==> src/hw/game_defs.svh <==
`ifndef GAME_DEFS_SVH
`define GAME_DEFS_SVH

// target and led widths
`define GAME_TARGET_W 7
`define GAME_LED_W 16

// 16-bit fibonacci lfsr, must never load zero
`define GAME_LFSR_W 16
`define GAME_SEED 16'hACE1

// target queue depth
`define GAME_FIFO_DEPTH 4

// cycles the target stays on the leds
`define GAME_SHOW_CYCLES 16

// clock cycles per digit in the display scan
`define GAME_SCAN_DIV 4

// led pattern held after round three
`define GAME_WIN_LED 16'hFFFF

`endif

==> src/hw/disp_pkg.sv <==
package disp_pkg;

    // active low segments, bit order dp g f e d c b a
    typedef logic [7:0] seg_t;

    // decimal digits 0 to 9
    localparam seg_t SEG_DIGIT [10] = '{
        8'hC0,
        8'hF9,
        8'hA4,
        8'hB0,
        8'h99,
        8'h92,
        8'h82,
        8'hF8,
        8'h80,
        8'h90
    };

    // status letters
    // S while the target is shown
    localparam seg_t SEG_S = 8'h92;
    // G while waiting for the guess
    localparam seg_t SEG_G = 8'hC2;
    // P once all three rounds are passed
    localparam seg_t SEG_P = 8'h8C;

    // all segments off
    localparam seg_t SEG_BLANK = 8'hFF;

endpackage

==> src/hw/game_pkg.sv <==
package game_pkg;

    // round controller states
    typedef enum logic [2:0]
    {
        OFF   = 3'd0,
        FETCH = 3'd1,
        SHOW  = 3'd2,
        WAIT  = 3'd3,
        JUDGE = 3'd4,
        WIN   = 3'd5
    } game_state_t;

    // round index, only 1 to 3 are used
    typedef logic [1:0] round_t;

    localparam round_t ROUND_FIRST = 2'd1;
    localparam round_t ROUND_LAST  = 2'd3;

    // round 1 compares 5 bits, round 2 six, round 3 seven

endpackage

==> src/hw/memory_game_top.sv <==
`timescale 1ns/1ps
`include "game_defs.svh"

module memory_game_top (
    input  logic                      clk,
    input  logic                      sw,
    input  logic                      enable,
    input  logic                      start,
    input  logic                      restart,
    input  logic [`GAME_TARGET_W-1:0] guess,
    output logic [`GAME_LED_W-1:0]    led,
    output disp_pkg::seg_t            seg,
    output logic [7:0]                dig
);

    import game_pkg::*;

    // producer to queue
    logic                      gen_valid;
    logic                      gen_ready;
    logic [`GAME_TARGET_W-1:0] gen_target;

    // queue to round controller
    logic                      q_valid;
    logic                      q_ready;
    logic [`GAME_TARGET_W-1:0] q_target;

    game_state_t state;
    round_t      round;

    target_gen u_target_gen (
        .clk        (clk),
        .sw         (sw),
        .gen_ready  (gen_ready),
        .gen_valid  (gen_valid),
        .gen_target (gen_target)
    );

    target_fifo u_target_fifo (
        .clk        (clk),
        .sw         (sw),
        .gen_valid  (gen_valid),
        .gen_target (gen_target),
        .gen_ready  (gen_ready),
        .q_ready    (q_ready),
        .q_valid    (q_valid),
        .q_target   (q_target)
    );

    round_ctrl u_round_ctrl (
        .clk      (clk),
        .sw       (sw),
        .enable   (enable),
        .start    (start),
        .restart  (restart),
        .guess    (guess),
        .q_valid  (q_valid),
        .q_target (q_target),
        .q_ready  (q_ready),
        .led      (led),
        .state    (state),
        .round    (round)
    );

    seg_scan u_seg_scan (
        .clk   (clk),
        .sw    (sw),
        .state (state),
        .round (round),
        .seg   (seg),
        .dig   (dig)
    );

endmodule

==> src/hw/round_ctrl.sv <==
`timescale 1ns/1ps
`include "game_defs.svh"

module round_ctrl (
    input  logic                      clk,
    input  logic                      sw,
    input  logic                      enable,
    input  logic                      start,
    input  logic                      restart,
    input  logic [`GAME_TARGET_W-1:0] guess,
    input  logic                      q_valid,
    input  logic [`GAME_TARGET_W-1:0] q_target,
    output logic                      q_ready,
    output logic [`GAME_LED_W-1:0]    led,
    output game_pkg::game_state_t     state,
    output game_pkg::round_t          round
);

    import game_pkg::*;

    localparam int CNT_W = $clog2(`GAME_SHOW_CYCLES);

    game_state_t               next_state;
    logic [`GAME_TARGET_W-1:0] target;
    logic [`GAME_TARGET_W-1:0] mask;
    logic [CNT_W-1:0]          show_cnt;
    logic                      show_done;
    logic                      match;

    // compare width grows by one bit per round
    always_comb
    begin
        case (round)
            2'd1:    mask = 7'h1F;
            2'd2:    mask = 7'h3F;
            default: mask = 7'h7F;
        endcase
    end

    // bits above the round width never count
    assign match = (((guess ^ target) & mask) == '0);

    assign show_done = (show_cnt == '0);

    // pop exactly once, on the FETCH cycle that sees data
    assign q_ready = enable && (state == FETCH) && q_valid;

    always_comb
    begin
        next_state = state;
        if (!enable)
            next_state = OFF;
        else
        begin
            case (state)
                OFF:
                    next_state = FETCH;
                FETCH:
                    if (q_valid)
                        next_state = SHOW;
                SHOW:
                    if (show_done)
                        next_state = WAIT;
                WAIT:
                begin
                    if (restart)
                        next_state = FETCH;
                    else if (start)
                        next_state = JUDGE;
                end
                JUDGE:
                begin
                    // a miss shows the same target again
                    if (!match)
                        next_state = SHOW;
                    else if (round == ROUND_LAST)
                        next_state = WIN;
                    else
                        next_state = FETCH;
                end
                WIN:
                    if (restart)
                        next_state = FETCH;
                default:
                    next_state = OFF;
            endcase
        end
    end

    always_ff @(posedge clk or posedge sw)
    begin
        if (sw)
        begin
            state    <= OFF;
            round    <= ROUND_FIRST;
            show_cnt <= '0;
        end
        else
        begin
            state <= next_state;

            // next round after a hit, round one on any other way into FETCH
            if (next_state == FETCH && state != FETCH)
                round <= (state == JUDGE) ? round_t'(round + 2'd1) : ROUND_FIRST;

            // load on entry so SHOW lasts the full window
            if (next_state == SHOW && state != SHOW)
                show_cnt <= CNT_W'(`GAME_SHOW_CYCLES - 1);
            else if (state == SHOW && !show_done)
                show_cnt <= show_cnt - 1'b1;
        end
    end

    // current target, kept across retries
    always_ff @(posedge clk)
    begin
        if (q_ready)
            target <= q_target;
    end

    always_comb
    begin
        case (state)
            SHOW:
                led = {{(`GAME_LED_W - `GAME_TARGET_W){1'b0}}, target & mask};
            WIN:
                led = `GAME_WIN_LED;
            default:
                led = '0;
        endcase
    end

endmodule

==> src/hw/seg_scan.sv <==
`timescale 1ns/1ps
`include "game_defs.svh"

module seg_scan (
    input  logic                  clk,
    input  logic                  sw,
    input  game_pkg::game_state_t state,
    input  game_pkg::round_t      round,
    output disp_pkg::seg_t        seg,
    output logic [7:0]            dig
);

    import game_pkg::*;
    import disp_pkg::*;

    localparam int DIV_W = $clog2(`GAME_SCAN_DIV);

    logic [DIV_W-1:0] div_cnt;
    logic             sel;
    logic             blank;
    seg_t             letter;

    // sel flips every GAME_SCAN_DIV cycles
    always_ff @(posedge clk or posedge sw)
    begin
        if (sw)
        begin
            div_cnt <= '0;
            sel     <= 1'b0;
        end
        else if (div_cnt == DIV_W'(`GAME_SCAN_DIV - 1))
        begin
            div_cnt <= '0;
            sel     <= ~sel;
        end
        else
            div_cnt <= div_cnt + 1'b1;
    end

    // nothing to show while off or fetching
    assign blank = (state == OFF) || (state == FETCH);

    always_comb
    begin
        case (state)
            SHOW:        letter = SEG_S;
            WAIT, JUDGE: letter = SEG_G;
            WIN:         letter = SEG_P;
            default:     letter = SEG_BLANK;
        endcase
    end

    // digit 0 has the round, digit 1 the status letter
    always_comb
    begin
        if (blank)
        begin
            seg = SEG_BLANK;
            dig = 8'hFF;
        end
        else if (!sel)
        begin
            seg = SEG_DIGIT[round];
            dig = 8'b1111_1110;
        end
        else
        begin
            seg = letter;
            dig = 8'b1111_1101;
        end
    end

endmodule

==> src/hw/target_fifo.sv <==
`timescale 1ns/1ps
`include "game_defs.svh"

module target_fifo (
    input  logic                      clk,
    input  logic                      sw,
    input  logic                      gen_valid,
    input  logic [`GAME_TARGET_W-1:0] gen_target,
    output logic                      gen_ready,
    input  logic                      q_ready,
    output logic                      q_valid,
    output logic [`GAME_TARGET_W-1:0] q_target
);

    localparam int PTR_W = $clog2(`GAME_FIFO_DEPTH);
    localparam int CNT_W = $clog2(`GAME_FIFO_DEPTH + 1);

    logic [`GAME_TARGET_W-1:0] mem [`GAME_FIFO_DEPTH];
    logic [PTR_W-1:0]          wr_ptr;
    logic [PTR_W-1:0]          rd_ptr;
    logic [CNT_W-1:0]          count;
    logic                      push;
    logic                      pop;

    assign gen_ready = (count != CNT_W'(`GAME_FIFO_DEPTH));
    assign q_valid   = (count != '0);

    assign push = gen_valid & gen_ready;
    assign pop  = q_ready & q_valid;

    // head of queue is always presented
    assign q_target = mem[rd_ptr];

    always_ff @(posedge clk)
    begin
        if (push)
            mem[wr_ptr] <= gen_target;
    end

    always_ff @(posedge clk or posedge sw)
    begin
        if (sw)
        begin
            wr_ptr <= '0;
            rd_ptr <= '0;
            count  <= '0;
        end
        else
        begin
            if (push)
                wr_ptr <= (wr_ptr == PTR_W'(`GAME_FIFO_DEPTH - 1)) ? '0 : wr_ptr + 1'b1;
            if (pop)
                rd_ptr <= (rd_ptr == PTR_W'(`GAME_FIFO_DEPTH - 1)) ? '0 : rd_ptr + 1'b1;
            // simultaneous push and pop leaves the count alone
            case ({push, pop})
                2'b10:   count <= count + 1'b1;
                2'b01:   count <= count - 1'b1;
                default: count <= count;
            endcase
        end
    end

endmodule

==> src/hw/target_gen.sv <==
`timescale 1ns/1ps
`include "game_defs.svh"

module target_gen (
    input  logic                      clk,
    input  logic                      sw,
    input  logic                      gen_ready,
    output logic                      gen_valid,
    output logic [`GAME_TARGET_W-1:0] gen_target
);

    logic [`GAME_LFSR_W-1:0] lfsr;
    logic                    feedback;
    logic                    take;

    // taps 16, 14, 13 and 11, counted from one
    assign feedback = lfsr[15] ^ lfsr[13] ^ lfsr[12] ^ lfsr[10];

    assign take = gen_valid & gen_ready;

    // offer goes up on the first edge out of reset and stays up
    always_ff @(posedge clk or posedge sw)
    begin
        if (sw)
            gen_valid <= 1'b0;
        else
            gen_valid <= 1'b1;
    end

    // step only on an accepted transfer so stalls keep the sequence
    always_ff @(posedge clk or posedge sw)
    begin
        if (sw)
            lfsr <= `GAME_SEED;
        else if (take)
            lfsr <= {lfsr[`GAME_LFSR_W-2:0], feedback};
    end

    assign gen_target = lfsr[`GAME_TARGET_W-1:0];

endmodule
==> config.mk <==
export PLATFORM = sky130hd
export DESIGN_NAME = memory_game_top
export DESIGN_NICKNAME = d
export VERILOG_FILES = /design/src/hw/disp_pkg.sv /design/src/hw/game_pkg.sv /design/src/hw/memory_game_top.sv /design/src/hw/round_ctrl.sv /design/src/hw/seg_scan.sv /design/src/hw/target_fifo.sv /design/src/hw/target_gen.sv
export VERILOG_INCLUDE_DIRS = /design/src /design/src/hw
export SDC_FILE = /design/constraint.sdc
export NUM_CORES = 1
export LEC_CHECK = 0
export CAP_MARGIN = 20
export CORE_ASPECT_RATIO = 1.75
export CORE_UTILIZATION = 57
export DETAILED_ROUTE_END_ITERATION = 8
export DONT_BUFFER_PORTS = 1
export MAX_ROUTING_LAYER = met4
export PLACE_DENSITY = 0.75
export SLEW_MARGIN = 20
export SYNTH_ARGS = -nofsm -noshare
export SYNTH_HDL_FRONTEND = slang
export SYNTH_HIERARCHICAL = 1
export SYNTH_SLANG_ARGS = --single-unit
==> constraint.sdc <==
create_clock -name clk -period 2.2 [get_ports clk]
set_input_delay 0.22 -clock clk [delete_from_list [all_inputs] [get_ports clk]]
set_output_delay 0.22 -clock clk [all_outputs]
set_load 0.01 [all_outputs]
==> impl_metrics.toml <==
[grt]
remaining_global_route_overflow = 0
grt_pass1_vias = 1978
global_route.usage.total = 0.192
global_route_wire_length_before_repair_mm = 8.71
number_of_antenna_violations_at_the_first_check_in_global_routing = 0
maximum_number_of_pins_on_one_net_before_global_route_repair = 18

[die]
die_h_um = 107
fp.dieArea_um2 = 6640
core-area_um2 = 5970
initial_core_util = 0.602
floorplan.rows = 37
die_x_um = 62.0
io_pins = 44

[cts]
worst_skew_pair.late_latency_ns = 0.34
clock_sinks = 71
tritoncts = "yes"
cts_root_buffer_type = "sky130_fd_sc_hd__clkbuf_8"
cts.path.max_buffers = 2
numCtsBuffers = 9
worst_setup_hold_path_clk_slew_ns = 0.07
cts_h_tree_depth = 3

[timing]
timing.fmax_mhz = 474
final_min_period_over_clock_period = 0.959
maxSlewHeadroom = 0.566
final_count_of_hold_timing_violations = 0
fin_setup_tns_ns = 0
layout_setup_ws_ns = 0.0911
report.final.slew_viol_count = 0
final_period_minus_worst_setup_slack_ns = 2.11
final-setup-viol-count = 0
clock-skew-final_ns = 0.00961
least_margin_pin_slew_ns = 0.650

[final_layout]
commonest_non_fill_non_tap_cells_in_the_layout = "sky130_fd_sc_hd__edfxtp_1 (35), sky130_fd_sc_hd__dfrtp_1 (26), sky130_fd_sc_hd__inv_1 (20)"
area.sequential_um2 = 1960
antenna-diode-count = 0
multi_input_comb_area_um2 = 1390
areaGrowthSynthToFinish_pct = 7.93
final_util = 0.650
final_layout_size_suffix_gt1_frac = 0.327
most_common_cell_after_layout_fill_and_taps_aside = "sky130_fd_sc_hd__edfxtp_1"
fill_cells = 431
layout.nets = 300

[worst_setup_path]
timing.critical_path.slowest_stage_cell = "sky130_fd_sc_hd__dfstp_2"
worstSetupEndpointType = "flip-flop"
critPathLaunchType = "flip-flop"
critical_path_required_ns = 2.42
worst_ep_arrival_time_ns = 2.33
path_cells = "ha_1, a22oi_2, and4b_2, o31a_2, nand4b_2, mux2_1"
critical_path_peak_fanout = 5
timing_worst_setup_path_type = "reg2reg"
cp_slowest_stage_delay_ns = 0.57

[synth]
syn-cell-area_um2 = 3600
post_synthesis_share_of_cell_area_spent_on_xor_and_xnor_gates = 0.0365
postSynthCellCount = 273
synth_simple_gate_area_frac = 0.106
synth_sequential_area_ratio = 0.546
netlist_top_cells_area = "sky130_fd_sc_hd__edfxtp_1 (29%), sky130_fd_sc_hd__dfrtp_1 (19%), sky130_fd_sc_hd__dfstp_2 (6.6%), sky130_fd_sc_hd__buf_4 (4.6%), sky130_fd_sc_hd__mux4_2 (4.4%)"
dominant_cell_type_by_area_after_synthesis = "sky130_fd_sc_hd__edfxtp_1"
main_combinational_cell_family_by_area_after_synthesis = "multiplexers"
netlist.area_leader.share = 0.292
ys_types = 59
synth_fa_ha_area_frac = 0.0438
yosys-mux-area-fraction = 0.123
synth.ff_latch_count = 71
synth_enable_flop_cells = 35
synthesis.yosys.warnings = 6
postSynth.topFlopCell = "sky130_fd_sc_hd__edfxtp_1"
async_sr_flop_fraction = 0.507
synth-compound-area-share = 0.0605
syn_area_per_cell_um2 = 13.2

[pwr]
power_switching_share = 0.295
cell_area_power_density_nw_per_um2 = 1090
power_frac_seq = 0.451
net-switching-power_w = 0.00125
leakage_power_nw = 1.66
irDropWorstVdd_mv = 0.621
power_frac_comb = 0.287
clock_power_share = 0.263
cellInternalPower_w = 0.00298

[drt]
wl_per_cell_um = 15.6
detailedRoute.firstPassIterationCount = 4
routed_wirelength_mm = 5.61
initialDrtViolationCount = 87
route.vias.total = 1934
route.detailed.vias_per_inst = 5.39
ant_nets = 0
post-route-drc-count = 0

[status]
run_status = "completed"

[placement]
hpwl_mm = 4.12
finalWeightedCongestion = 0.755
portBuffers = 0
dpl_worst_slack_ns = 0.0328

[flow_run]
max-cap-violations = 0

[min_path]
kind_of_path_behind_the_tightest_hold_check = "in2reg"
-- timing repair --
item,CTS,global route
buffers inserted,0,5
setup endpoints to repair,0,4
hold endpoints to repair,27,0
hold buffers,1,0
resized for setup,0,10
-- cell usage after synthesis (2+ instances only) --
master and n:
sky130_fd_sc_hd__xnor2_1 5, sky130_fd_sc_hd__nand2_1 13, sky130_fd_sc_hd__buf_6 2, sky130_fd_sc_hd__xor2_1 10
sky130_fd_sc_hd__a22oi_1 2, sky130_fd_sc_hd__or3_1 2, sky130_fd_sc_hd__clkbuf_1 2, sky130_fd_sc_hd__conb_1 2
sky130_fd_sc_hd__buf_2 2, sky130_fd_sc_hd__inv_1 23, sky130_fd_sc_hd__nand3_1 3, sky130_fd_sc_hd__mux4_2 7
sky130_fd_sc_hd__a21oi_1 3, sky130_fd_sc_hd__buf_4 22, sky130_fd_sc_hd__or2_1 2, sky130_fd_sc_hd__mux2_4 10
sky130_fd_sc_hd__nor3_1 3, sky130_fd_sc_hd__ha_1 11, sky130_fd_sc_hd__nor2_1 12, sky130_fd_sc_hd__mux2_1 2
sky130_fd_sc_hd__o21ai_0 5, sky130_fd_sc_hd__and2b_1 2, sky130_fd_sc_hd__a21o_1 7, sky130_fd_sc_hd__mux2_2 9
sky130_fd_sc_hd__nand2b_1 4, sky130_fd_sc_hd__a31o_2 2, sky130_fd_sc_hd__o211ai_1 2, sky130_fd_sc_hd__nor2b_1 2
sky130_fd_sc_hd__edfxtp_1 35, sky130_fd_sc_hd__dfrtp_1 27, sky130_fd_sc_hd__and3_2 4, sky130_fd_sc_hd__dfstp_2 9
-- cells by family (layout without fill, tap and decap cells) --
group | count (synthesis) | after routing
adder cells (fa/ha/maj) | 12 | 12
other | 2 | 8
XOR/XNOR | 15 | 15
flip-flops | 71 | 71
multiplexers | 29 | 29
AND/OR/NAND/NOR | 63 | 63
buffers and inverters | 52 | 54
AO/OA/AOI/OAI | 29 | 29
-- metrics by stage --
stage	instances	total power, W	instance area, um^2	hold slack, ns
final	359	0.00423	3880	0.0177
after floorplan	279	0.00284	3630	-0.0264
after global routing	359	0.00450	3880	0.00862
after detailed placement	337	0.00308	3580	-0.0107
after global placement	337	0.00304	3580	-0.0185
after CTS	354	0.00420	3820	0.00328
-- cell type report --
| type | instances | area share |
|---|---|---|
| clock inverter | 3 | 0.0119 |
| multi-input combinational | 156 | 0.359 |
| sequential | 71 | 0.506 |
| inverter | 23 | 0.0222 |
| timing repair buffer | 15 | 0.0297 |
| clock buffer | 13 | 0.0461 |
| tap | 78 | 0.0251 |
-- layer usage --
layer	global-route usage	part of all wire	wire length [um]
met1	0.179	0.36	2030
met2	0.338	0.57	3200
met5	-	0	0
met4	0.106	0.024	133
met3	0.0458	0.044	244
-- state kept, by name (all words and copies together) (netlist names), 3 cells and up --
register,flops
u_target_fifo/mem,28
u_round_ctrl/target,7
u_target_gen/lfsr,16
u_round_ctrl/show_cnt,4
u_round_ctrl/state,3
u_target_fifo/count,3
-- path summary, 6_finish.rpt --
check,from,to,slack (ns),cells after the start
min,enable,u_round_ctrl/state[2],0.02,2
min in group asynchronous,sw,u_seg_scan/div_cnt[0],0.28,2
max reg2reg,u_round_ctrl/round[0],u_round_ctrl/round[1],0.09,6
min reg2reg,u_seg_scan/div_cnt[0],u_seg_scan/div_cnt[0],0.43,1
max,u_round_ctrl/round[0],u_round_ctrl/round[1],0.09,6
max in group asynchronous,sw,u_target_gen/lfsr[4],1.28,2
-- power groups by stage --
| stage | sequential, W | clock, W | combinational (W) |
|---|---|---|---|
| 3_5_place_dp | 0.00193 | 0 | 0.00114 |
| 3_3_place_gp | 0.00192 | 0 | 0.00111 |
| 4_1_cts | 0.00191 | 0.00114 | 0.00115 |
| 6_report | 0.00191 | 0.00111 | 0.00121 |
| 2_1_floorplan | 0.00184 | 0 | 0.000996 |
| 5_1_grt | 0.00194 | 0.00119 | 0.00136 |
-- worst max-delay path, delay by kind of cell, from the launching register on --
family / cells / cell delay [ns]
multiplexers: 1 / 0.34
flip-flops: 1 / 0.57
adder cells (fa/ha/maj): 1 / 0.28
AO/OA/AOI/OAI: 2 / 0.39
AND/OR/NAND/NOR: 2 / 0.41
No activity file was read; power rests on OpenSTA's default activity.
